<file path="src/backend_cfg.svh">
// Backend widths, depths and opcode/funct3 encodings, included by the package and RTL files
`ifndef BACKEND_CFG_SVH
`define BACKEND_CFG_SVH

// Datapath and register file sizes
`define XLEN            32
`define REG_NUM         32
`define REG_IDX_LEN     5

// Reorder buffer, depth must be a power of two
`define ROB_DEPTH       8
`define ROB_IDX_LEN     3

// Supported major opcodes
`define OPCODE_OP       7'b0110011
`define OPCODE_OP_IMM   7'b0010011

// Supported funct3 codes (SUB shares ADD)
`define FUNCT3_ADD      3'b000
`define FUNCT3_SLT      3'b010
`define FUNCT3_XOR      3'b100
`define FUNCT3_OR       3'b110
`define FUNCT3_AND      3'b111

`endif
</file>
<file path="src/backend_pkg.sv">
// Shared backend types for instruction words, indices and buffer entries, imported by the RTL
`include "backend_cfg.svh"

package backend_pkg;

    // ------------------------------------------------
    // Basic words and indices
    // ------------------------------------------------
    typedef logic [`XLEN-1:0]        word_t;
    typedef logic [`REG_IDX_LEN-1:0] reg_idx_t;
    typedef logic [`ROB_IDX_LEN-1:0] rob_idx_t;

    // ------------------------------------------------
    // Instruction layouts
    // ------------------------------------------------

    // Register-register format
    typedef struct packed {
        logic [6:0] funct7;
        reg_idx_t   rs2;
        reg_idx_t   rs1;
        logic [2:0] funct3;
        reg_idx_t   rd;
        logic [6:0] opcode;
    } r_type_t;

    // Register-immediate format
    typedef struct packed {
        logic [11:0] imm;
        reg_idx_t    rs1;
        logic [2:0]  funct3;
        reg_idx_t    rd;
        logic [6:0]  opcode;
    } i_type_t;

    // Same fetched word, layout picked by opcode
    typedef union packed {
        r_type_t r;
        i_type_t i;
    } instr_t;

    // Reorder buffer slot contents
    typedef struct packed {
        reg_idx_t rd_idx;
        word_t    value;
    } rob_entry_t;

endpackage

</file>
<file path="src/backend_if.sv">
// Interfaces with modports that link the issue stage, the reorder buffer and the commit stage
`timescale 1ns/1ps

// Issue stage allocates one entry per accepted instruction
interface rob_alloc_if import backend_pkg::*; ();
    logic       valid;
    logic       ready;
    rob_entry_t entry;
    rob_idx_t   tail_idx;

    modport issue (output valid, entry, input ready, tail_idx);
    modport rob   (input valid, entry, output ready, tail_idx);
endinterface

// Combinational operand forwarding out of the buffer
interface rob_fwd_if import backend_pkg::*; ();
    rob_idx_t rs1_rob_idx;
    rob_idx_t rs2_rob_idx;
    word_t    rs1_value;
    word_t    rs2_value;

    modport issue (output rs1_rob_idx, rs2_rob_idx, input rs1_value, rs2_value);
    modport rob   (input rs1_rob_idx, rs2_rob_idx, output rs1_value, rs2_value);
endinterface

// Buffer head towards the commit stage
interface commit_if import backend_pkg::*; ();
    logic       valid;
    logic       ready;
    rob_entry_t entry;
    rob_idx_t   head_idx;

    modport rob     (output valid, entry, head_idx, input ready);
    modport commit  (input valid, entry, head_idx, output ready);
    // Issue stage watches retirement to release busy registers
    modport monitor (input valid, entry, head_idx, ready);
endinterface

// Architectural register file read ports
interface rf_read_if import backend_pkg::*; ();
    reg_idx_t rs1_idx;
    reg_idx_t rs2_idx;
    word_t    rs1_value;
    word_t    rs2_value;

    modport issue  (output rs1_idx, rs2_idx, input rs1_value, rs2_value);
    modport commit (input rs1_idx, rs2_idx, output rs1_value, rs2_value);
endinterface

</file>
<file path="src/backend.sv">
// Backend top level: connects issue stage, reorder buffer and commit stage to fetch and retire ports
`timescale 1ns/1ps

module backend import backend_pkg::*; (
    // Clock and reset
    input  logic      clk_i,
    input  logic      rst_n_i,

    // Fetch port
    input  logic      fetch_valid_i,
    input  instr_t    fetch_instr_i,
    output logic      fetch_ready_o,

    // Retire port
    input  logic      retire_ready_i,
    output logic      retire_valid_o,
    output reg_idx_t  retire_rd_idx_o,
    output word_t     retire_value_o
);

    // ------------------------------------------------
    // Internal links
    // ------------------------------------------------
    rob_alloc_if alloc_if ();
    rob_fwd_if   fwd_if ();
    commit_if    comm_if ();
    rf_read_if   rf_if ();

    // ------------------------------------------------
    // Stages
    // ------------------------------------------------
    //  fetch > ISSUE > ROB > COMMIT > retire
    issue_stage u_issue_stage (
        .clk_i          (clk_i          ),
        .rst_n_i        (rst_n_i        ),
        .fetch_valid_i  (fetch_valid_i  ),
        .fetch_instr_i  (fetch_instr_i  ),
        .fetch_ready_o  (fetch_ready_o  ),
        .alloc_o        (alloc_if.issue ),
        .fwd_o          (fwd_if.issue   ),
        .rf_o           (rf_if.issue    ),
        .commit_i       (comm_if.monitor)
    );

    rob u_rob (
        .clk_i          (clk_i          ),
        .rst_n_i        (rst_n_i        ),
        .alloc_i        (alloc_if.rob   ),
        .fwd_i          (fwd_if.rob     ),
        .commit_o       (comm_if.rob    )
    );

    commit_stage u_commit_stage (
        .clk_i          (clk_i          ),
        .rst_n_i        (rst_n_i        ),
        .commit_i       (comm_if.commit ),
        .rf_i           (rf_if.commit   ),
        .retire_ready_i (retire_ready_i ),
        .retire_valid_o (retire_valid_o ),
        .retire_rd_idx_o(retire_rd_idx_o),
        .retire_value_o (retire_value_o )
    );

endmodule

</file>
<file path="src/commit_stage.sv">
// Commit stage: architectural register file plus the retire output register with back-pressure
`timescale 1ns/1ps
`include "backend_cfg.svh"

module commit_stage import backend_pkg::*; (
    input  logic         clk_i,
    input  logic         rst_n_i,

    commit_if.commit     commit_i,
    rf_read_if.commit    rf_i,

    // Retire port
    input  logic         retire_ready_i,
    output logic         retire_valid_o,
    output reg_idx_t     retire_rd_idx_o,
    output word_t        retire_value_o
);

    logic commit_fire;

    // Free slot, or the held result leaves at this edge
    assign commit_i.ready = !retire_valid_o || retire_ready_i;
    assign commit_fire    = commit_i.valid && commit_i.ready;

    // ------------------------------------------------
    // Architectural register file
    // ------------------------------------------------
    word_t regs_q [`REG_NUM];

    always_ff @(posedge clk_i) begin
        if (!rst_n_i) begin
            for (int i = 0; i < `REG_NUM; i++) begin
                regs_q[i] <= '0;
            end
        end else if (commit_fire && (commit_i.entry.rd_idx != '0)) begin
            regs_q[commit_i.entry.rd_idx] <= commit_i.entry.value;
        end
    end

    // x0 is never written so it reads as zero
    assign rf_i.rs1_value = regs_q[rf_i.rs1_idx];
    assign rf_i.rs2_value = regs_q[rf_i.rs2_idx];

    // ------------------------------------------------
    // Retire output register
    // ------------------------------------------------
    always_ff @(posedge clk_i) begin
        if (!rst_n_i) begin
            retire_valid_o <= 1'b0;
        end else if (commit_fire) begin
            retire_valid_o <= 1'b1;
        end else if (retire_ready_i) begin
            retire_valid_o <= 1'b0;
        end
    end

    // Payload holds until the next handshake
    always_ff @(posedge clk_i) begin
        if (commit_fire) begin
            retire_rd_idx_o <= commit_i.entry.rd_idx;
            retire_value_o  <= commit_i.entry.value;
        end
    end

endmodule

</file>
<file path="src/rob.sv">
// Reorder buffer: circular store of completed results, drained in program order by the commit stage
`timescale 1ns/1ps
`include "backend_cfg.svh"

module rob import backend_pkg::*; (
    input  logic      clk_i,
    input  logic      rst_n_i,

    rob_alloc_if.rob  alloc_i,
    rob_fwd_if.rob    fwd_i,
    commit_if.rob     commit_o
);

    localparam logic [`ROB_IDX_LEN:0] FULL_CNT = `ROB_DEPTH;

    // ------------------------------------------------
    // Storage and pointers
    // ------------------------------------------------
    rob_entry_t              entries [`ROB_DEPTH];
    rob_idx_t                head_q;
    rob_idx_t                tail_q;
    logic [`ROB_IDX_LEN:0]   count_q;
    logic                    alloc_fire;
    logic                    commit_fire;

    assign alloc_fire  = alloc_i.valid && alloc_i.ready;
    assign commit_fire = commit_o.valid && commit_o.ready;

    // Pointers wrap on their own, depth is a power of two
    always_ff @(posedge clk_i) begin
        if (!rst_n_i) begin
            head_q  <= '0;
            tail_q  <= '0;
            count_q <= '0;
        end else begin
            if (alloc_fire) begin
                tail_q <= tail_q + 1'b1;
            end
            if (commit_fire) begin
                head_q <= head_q + 1'b1;
            end
            case ({alloc_fire, commit_fire})
                2'b10:   count_q <= count_q + 1'b1;
                2'b01:   count_q <= count_q - 1'b1;
                default: count_q <= count_q;
            endcase
        end
    end

    always_ff @(posedge clk_i) begin
        if (alloc_fire) begin
            entries[tail_q] <= alloc_i.entry;
        end
    end

    // ------------------------------------------------
    // Outputs
    // ------------------------------------------------
    assign alloc_i.ready    = (count_q != FULL_CNT);
    assign alloc_i.tail_idx = tail_q;

    // Owner slots always hold a live entry while the register is busy
    assign fwd_i.rs1_value  = entries[fwd_i.rs1_rob_idx].value;
    assign fwd_i.rs2_value  = entries[fwd_i.rs2_rob_idx].value;

    assign commit_o.valid    = (count_q != '0);
    assign commit_o.entry    = entries[head_q];
    assign commit_o.head_idx = head_q;

endmodule

</file>
<file path="src/issue_stage.sv">
// Issue stage: decodes fetched words, tracks register ownership, selects operands and runs the ALU
`timescale 1ns/1ps
`include "backend_cfg.svh"

module issue_stage import backend_pkg::*; (
    input  logic              clk_i,
    input  logic              rst_n_i,

    // Fetch port
    input  logic              fetch_valid_i,
    input  instr_t            fetch_instr_i,
    output logic              fetch_ready_o,

    // Reorder buffer and register file
    rob_alloc_if.issue        alloc_o,
    rob_fwd_if.issue          fwd_o,
    rf_read_if.issue          rf_o,
    commit_if.monitor         commit_i
);

    // ------------------------------------------------
    // Decode
    // ------------------------------------------------
    logic       is_op;
    logic       is_op_imm;
    logic       funct3_ok;
    logic       supported;
    logic [2:0] funct3;
    reg_idx_t   rs1_idx;
    reg_idx_t   rs2_idx;
    reg_idx_t   rd_idx;
    word_t      imm_value;

    assign is_op     = (fetch_instr_i.r.opcode == `OPCODE_OP);
    assign is_op_imm = (fetch_instr_i.i.opcode == `OPCODE_OP_IMM);

    // Fields common to both layouts sit at the same bit positions
    assign funct3    = fetch_instr_i.r.funct3;
    assign rs1_idx   = fetch_instr_i.r.rs1;
    assign rs2_idx   = fetch_instr_i.r.rs2;
    assign imm_value = {{(`XLEN-12){fetch_instr_i.i.imm[11]}}, fetch_instr_i.i.imm};

    always_comb begin
        case (funct3)
            `FUNCT3_ADD, `FUNCT3_SLT, `FUNCT3_XOR,
            `FUNCT3_OR, `FUNCT3_AND: funct3_ok = 1'b1;
            default:                 funct3_ok = 1'b0;
        endcase
    end

    assign supported = (is_op || is_op_imm) && funct3_ok;
    // Unsupported encodings retire to x0
    assign rd_idx    = supported ? fetch_instr_i.r.rd : '0;

    // ------------------------------------------------
    // Register status table
    // ------------------------------------------------
    logic [`REG_NUM-1:0] busy_q;
    rob_idx_t            owner_q [`REG_NUM];
    logic                alloc_fire;
    logic                commit_fire;
    logic                rd_claim;

    assign alloc_fire  = alloc_o.valid && alloc_o.ready;
    assign commit_fire = commit_i.valid && commit_i.ready;
    // x0 never gets an owner, so its reads always come from the register file
    assign rd_claim    = alloc_fire && (rd_idx != '0);

    always_ff @(posedge clk_i) begin
        if (!rst_n_i) begin
            busy_q <= '0;
        end else begin
            // Release only when the retiring slot is still the latest writer
            if (commit_fire && (owner_q[commit_i.entry.rd_idx] == commit_i.head_idx)) begin
                busy_q[commit_i.entry.rd_idx] <= 1'b0;
            end
            // A new claim at the same edge takes priority
            if (rd_claim) begin
                busy_q[rd_idx] <= 1'b1;
            end
        end
    end

    always_ff @(posedge clk_i) begin
        if (rd_claim) begin
            owner_q[rd_idx] <= alloc_o.tail_idx;
        end
    end

    // ------------------------------------------------
    // Operand selection
    // ------------------------------------------------
    word_t op_a;
    word_t op_b;

    assign rf_o.rs1_idx     = rs1_idx;
    assign rf_o.rs2_idx     = rs2_idx;
    assign fwd_o.rs1_rob_idx = owner_q[rs1_idx];
    assign fwd_o.rs2_rob_idx = owner_q[rs2_idx];

    assign op_a = busy_q[rs1_idx] ? fwd_o.rs1_value : rf_o.rs1_value;
    assign op_b = is_op_imm ? imm_value
                : (busy_q[rs2_idx] ? fwd_o.rs2_value : rf_o.rs2_value);

    // ------------------------------------------------
    // ALU
    // ------------------------------------------------
    word_t alu_result;

    always_comb begin
        alu_result = '0;
        if (supported) begin
            case (funct3)
                `FUNCT3_ADD: alu_result = (is_op && fetch_instr_i.r.funct7[5]) ? op_a - op_b
                                                                              : op_a + op_b;
                `FUNCT3_SLT: alu_result = {{(`XLEN-1){1'b0}}, $signed(op_a) < $signed(op_b)};
                `FUNCT3_XOR: alu_result = op_a ^ op_b;
                `FUNCT3_OR:  alu_result = op_a | op_b;
                `FUNCT3_AND: alu_result = op_a & op_b;
                default:     alu_result = '0;
            endcase
        end
    end

    // Results are complete at allocation
    assign alloc_o.valid        = fetch_valid_i;
    assign alloc_o.entry.rd_idx = rd_idx;
    assign alloc_o.entry.value  = alu_result;
    assign fetch_ready_o        = alloc_o.ready;

endmodule

</file>
<file path="config.mk">
export PLATFORM = sky130hd
export DESIGN_NAME = backend
export DESIGN_NICKNAME = d
export VERILOG_FILES = /design/src/backend_pkg.sv /design/src/backend_if.sv /design/src/backend.sv /design/src/commit_stage.sv /design/src/rob.sv /design/src/issue_stage.sv
export VERILOG_INCLUDE_DIRS = /design/src /design/src/src
export SDC_FILE = /design/constraint.sdc
export NUM_CORES = 2
export LEC_CHECK = 0
export BUFFER_PORTS_ARGS = -buffer_cell sky130_fd_sc_hd__buf_2
export CORE_MARGIN = 3
export CORE_UTILIZATION = 35
export DETAILED_ROUTE_END_ITERATION = 8
export PLACE_DENSITY = 0.58
export SYNTH_ARGS = -nofsm -noshare
export SYNTH_HDL_FRONTEND = slang
export SYNTH_SLANG_ARGS = --single-unit
</file>
<file path="constraint.sdc">
create_clock -name clk_i -period 11.5 [get_ports clk_i]
set_input_delay 2.3 -clock clk_i [delete_from_list [all_inputs] [get_ports clk_i]]
set_output_delay 2.3 -clock clk_i [all_outputs]
set_load 0.005 [all_outputs]
</file>
# After elaboration in Yosys (flattened, before gate mapping)
# Memory sizes are Yosys's and may differ from the RTL's. A register that Yosys moved wholly into a read port is not among the register bits.
# Cells that the tools add are included.
[totals] n_memories=3 reg_bits=80 elab_cells=94 ram_bits=1416
[memory_table] memory="u_commit_stage.regs_q" depth=32 width=32 rd=2 rd_ports_with_merged_regs=0 write_ports=32 line="commit_stage.sv:28" source="word_t regs_q [`REG_NUM];"
[memory_table] memory="u_rob.entries" depth=8 width=37 rd=3 rd_ports_with_merged_regs=1 write_ports=1 line="rob.sv:19" source="rob_entry_t entries [`ROB_DEPTH];"
[memory_table] memory="u_issue_stage.owner_q" depth=32 width=3 rd=3 rd_ports_with_merged_regs=0 write_ports=1 line="issue_stage.sv:59" source="rob_idx_t owner_q [`REG_NUM];"
[classes] n_eq_ne=10 n_reduce_logical=20 muxes=35 bitwise=6 add_sub_neg=6 n_lt_le_gt_ge=7
[ops] op="2-to-1 mux 32 bit" n=9
[ops] op="one-hot mux 32 bit (5 select lines)" n=1
[ops] op="AND 32 bit" n=2
[ops] op="OR 32 bit" n=2
[ops] op="adder 32 bit" n=1
[ops] op="< comparator 32 bit" n=1
[ops] op="NOT 32 bit" n=1
[ops] op="OR reduction 32 bit" n=1
[ops] op="subtractor 32 bit" n=1
[ops] op="bitwise XOR 32 bit" n=1
[ops] op="< comparator 5 x 6 -> 1 bit, second input constant" n=4
[ops] op="2-to-1 mux 1 bit" n=16
[ops] op="binary-select mux 1 bit (select 5 bit)" n=2
[ops] op="demux 1 bit (select 5 bit)" n=2
[ops] op=">= comparator 5 x 1 -> 1 bit, second input constant" n=2
[ops] op="2-to-1 mux 5 bit" n=2
[ops] op="nonzero test 5 bit" n=2
[ops] op="equality test 3 bit, second input constant" n=3
[ops] op="logical AND 1 bit" n=9
[ops] op="one-hot mux 4 bit (2 select lines)" n=1
[ops] op="equality test 7 x 5 -> 1 bit, second input constant" n=1
[ops] op="equality test 7 x 6 -> 1 bit, second input constant" n=1
[ops] op="adder 3 x 1 -> 3 bit, second input constant" n=2
[ops] op="2-to-1 mux 3 bit" n=2
[ops] op="13 further kinds" n=15

# Logic depth before layout (Yosys ltp)
[depth] word_depth=11 depth_mapped=27 mapped_depth_nobuf=23

# Cells and area by module
# Synthesis repeated with hierarchy kept, for this count alone.
[unflattened] cells_unflattened=6851 area_unflattened_um2=85868.6
[modules_own_cells] module="commit_stage" area_each_um2=56808.2 cells_each=4650 instances=1
[modules_own_cells] module="rob" area_each_um2=15626.2 cells_each=730 instances=1
[modules_own_cells] module="issue_stage" area_each_um2=13434.1 cells_each=1471 instances=1

# Least setup slack after synthesis
# OpenSTA, ideal clock, no wires.
[synth_timing] path_type="input to register" from="input port fetch_instr_i[15] in the netlist's numbering" to="memory u_rob.entries[0][24] in the netlist's numbering (data pin)" setup_time_ns=0.230 arrival_ns=8.029 setup_slack_ns=3.241 path_buffers=6 stages=25 required_time_ns=11.270 path_cell_list="buf_2 buf_6 buf_4 buf_2 buf_2 buf_2 mux4_2 mux4_2 mux2i_1 mux2i_1 inv_1 ha_1 inv_1 fa_1 nor2b_1 o21bai_1 a21oi_1 o311ai_0 o31ai_1 a311oi_1 o31ai_1 a211oi_1 o21ai_0 xnor2_1 o22ai_1"
[synth_rtl] element="start: declaration" line="backend.sv:11" source="input instr_t fetch_instr_i,"
[synth_rtl] element="end: declaration" line="rob.sv:19"

==> key figures <==
Outcome
  – Outcome: completed

STA
  – Worst-Margin Slew: 1430 ps
  – Final Max Slew Viols: 0
  – Relative slew slack: 1.83%
  – Post-layout min period: 9350 ps
  – Final setup viols: 0
  – Fin crit share: 81.3%
  – Hold slack: 460 ps
  – Total negative slack: 0 ps
  – Final worst slack: 2150 ps
  – Skew final: 50.6 ps
  – FMAX: 107 MHz
  – Final hold viol count: 0
  – RSZ-0062 raised after global routing: false

Synth
  – Avg Cell Area, Syn: 14.0 um2
  – Mapped cell area: 0.0825 mm2
  – Register area share after synthesis: 54.0%
  – #FFs+latches synth: 1,499
  – Yosys warnings: 0
  – Top FF cell, synth: edfxtp_1
  – Post-Synthesis Cells: 5,913
  – Post-synth EDFFs: 1,453
  – Async S/R FF share, synth: 0%
  – Yosys cell types: 87

Setup path
  – Critical path's top delay family: compound AO/OA/AOI/OAI gates
  – CP Class: in -> reg
  – CP Cell Sequence: buf_8 -> buf_4 -> buf_4 -> mux4_2 -> mux4_2 -> nor2b_1 -> a2111oi_1 -> buf_4 -> a311oi_2 -> ha_1 -> a211o_1 -> a211oi_1 -> o21ai_0 -> a311oi_1 -> o211ai_1 -> a41oi_1 -> nand3b_1 -> o21ai_0 -> mux2i_1 -> xor2_1 -> o22ai_1
  – Startpoint types: primary input
  – Cell mode on critical path: buf_4
  – Slowest CP cell: buf_4
  – Endpoint type of the worst setup path: flop
  – Arr. time, crit path: 9900 ps
  – Worst-path maximum fanout: 57
  – CP bufs+invs: 4
  – Data required, critical path: 12,050 ps
  – Max incr delay on CP: 800 ps

Hold path
  – Worst Hold Class: reg -> reg

Clock tree
  – CTS tree: yes
  – Bufs on Longest Clock Path: 3
  – Worst skew pair latency: 840 ps
  – Clock root cell: clkbuf_16
  – # Post-CTS Setup Buffers: 0
  – Hold_buf cts: 0
  – Post-cts sizing count: 0
  – CTS sink cnt: 1,499
  – Worst-path clk slew: 60 ps
  – H-tree level count: 4
  – CTS Buf Count: 164

Placement
  – PortBufs: 74
  – Final GP Congestion: 0.916
  – HPWL after DPL: 170,000 um
  – Pre-CTS worst setup slack: 1560 ps

Die
  – Core Area: 0.234 mm2
  – # IOs: 75
  – DIE AREA: 0.242 mm2
  – DIE WIDTH: 492 um
  – Die height: 492 um
  – Cell Rows: 177
  – Starting density of the core: 35.3%

Finish
  – Share of cells above drive strength 1: 26.3%
  – Fin util: 39.6%
  – Area Growth Syn to Fin: 12.0%
  – Final nets: 5,959
  – FILL cells: 21,418

Power and ir drop
  – Switching share of power: 34.5%
  – PwrDens: 187 mW/mm2
  – Clock share of power: 32.1%
  – NetSw: 5.96 mW
  – Pint: 11.3 mW
  – Worst VDD drop: 151 uV
  – Logic gate share of total power: 28.9%
  – Seq pwr share: 39.0%
  – Leak pwr: 32.2 nW

GRT
  – Global-route wire length before repair: 404,000 um
  – GR Util met1: 29.7%
  – GR Util All Layers: 23.1%
  – Largest net degree at the start of global routing: 127
  – GR Util met2: 37.6%
  – Met3 usage: 5.54%
  – Total gr overflow: 0
  – Initial antenna violation count: 10
  – Number of global-route vias before repair: 55,183
  – Grt peak-use layer: met2

Detailed routing
  – Via count: 56,033
  – Vias per cell: 6.16
  – Final wirelength: 286,000 um
  – Antenna-violating nets left: 0
  – Pre-antenna DRT Iters: 6
  – Avg WL per Cell: 31.5 um
  – Iter 0 DRT Violations: 7,752
  – Drt drc: 0

Job
  – Max-cap viol count: 0
## power groups by stage
stage / clock [mW] / sequential (mW) / combinational, mW
2_1_floorplan: 0 / 6.75 / 3.06
3_5_place_dp: 0 / 6.83 / 4.91
5_1_grt: 5.82 / 6.76 / 5.24
3_3_place_gp: 0 / 6.80 / 4.88
6_report: 5.54 / 6.72 / 4.99
4_1_cts: 5.60 / 6.72 / 4.93
## per-stage QoR
step                      instance area (um2)  power, mW  instances
after floorplan                         82700       9.81       5947
after global placement                  86800       11.7       8784
after detailed placement                86800       11.7       8784
after CTS                               92500       17.2       9084
after global routing                    92500       17.8       9086
final                                   92500       17.2       9089
## flip-flops by register name, indices dropped and copies added, names as in the netlist, named ones only
signal,cells
u_commit_stage.regs_q,1024
u_rob.entries,296
u_issue_stage.owner_q,96
u_commit_stage.retire_value_o,32
u_issue_stage.busy_q,32
u_commit_stage.retire_rd_idx_o,5
u_rob.count_q,4
u_rob.alloc_i.tail_idx,3
u_rob.commit_o.head_idx,3
u_commit_stage.retire_valid_o,1
## placed cells by master, fill, tap and decap left out, drive strengths merged, types with 18 or more instances in the layout
cell       n
a21oi    172
mux2i    241
ha       101
clkbuf   194
nand3     39
bufinv    22
nor2    1131
nand2    331
buf      259
edfxtp  1453
nor3      42
o211ai    58
xnor2     33
nor2b    108
a21o      18
o22ai     20
o21ai     81
mux2      69
dfxtp     46
mux4     792
conb      35
inv      181
clkinv    66
a211oi   157
a311oi    45
a31oi     39
## Yosys cell counts (80+ instances only)
cell type,instances,area share [%]
edfxtp_1,1453,53
nor2_1,1129,5.1
mux4_2,792,22
clkbuf_1,365,1.7
nand2_1,330,1.5
mux2i_1,238,2.9
a21oi_1,172,1.0
a211oi_1,156,1.4
inv_1,143,0.65
buf_2,114,0.69
nor2b_1,108,0.82
ha_1,101,1.5
o21ai_0,80,0.49
## tightest hold or removal path, cell delays in order (launching register included)
cell and delay, ps:
dfxtp_1 330, nand2_1 60, a21oi_1 30
## routing by layer
metal / wire length (um) / vias up / part of all wire (%)
met1: 106000 / 29263 / 37
met3: 31200 / 666 / 11
li1: - / 22655 / -
met5: 13 / - / 0.0045
met4: 12400 / 2 / 4.3
met2: 136000 / 3447 / 48
## area by class of cell
class / count / area, um2 / share of cell area (%)
sequential: 1499 / 44600 / 48.2
multi-input combinational: 3722 / 35800 / 38.7
clock buffer: 194 / 4280 / 4.63
tap: 3132 / 3920 / 4.24
timing repair buffer: 259 / 1940 / 2.10
clock inverter: 106 / 1330 / 1.44
inverter: 173 / 654 / 0.708
antenna: 4 / 10.0 / 0.0108
## cell families after synthesis
| kind of cell | Yosys count | share of synthesized area, % |
|---|---|---|
| compound gates | 698 | 5.94 |
| xor+xnor | 40 | 0.424 |
| fa+ha+maj | 104 | 1.60 |
| buf+inv | 726 | 3.72 |
| flops | 1499 | 54.0 |
| mux | 1102 | 25.5 |
| other cells | 1 | 0.00454 |
| simple gates | 1743 | 8.82 |
## worst paths after layout
check,from,end,slack (ps),cells after the start
hold / removal,u_issue_stage.busy_q[0]$_SDFF_PN0_,u_issue_stage.busy_q[0]$_SDFF_PN0_,460,2
setup / recovery,fetch_instr_i[21],u_rob.entries[4][30]$_DFFE_PP_,2150,21
hold reg to reg,u_issue_stage.busy_q[0]$_SDFF_PN0_,u_issue_stage.busy_q[0]$_SDFF_PN0_,460,2
setup reg to reg,u_issue_stage.busy_q[23]$_SDFF_PN0_,u_rob.entries[5][29]$_DFFE_PP_,4160,19
Power figures use the tool's default switching activity.
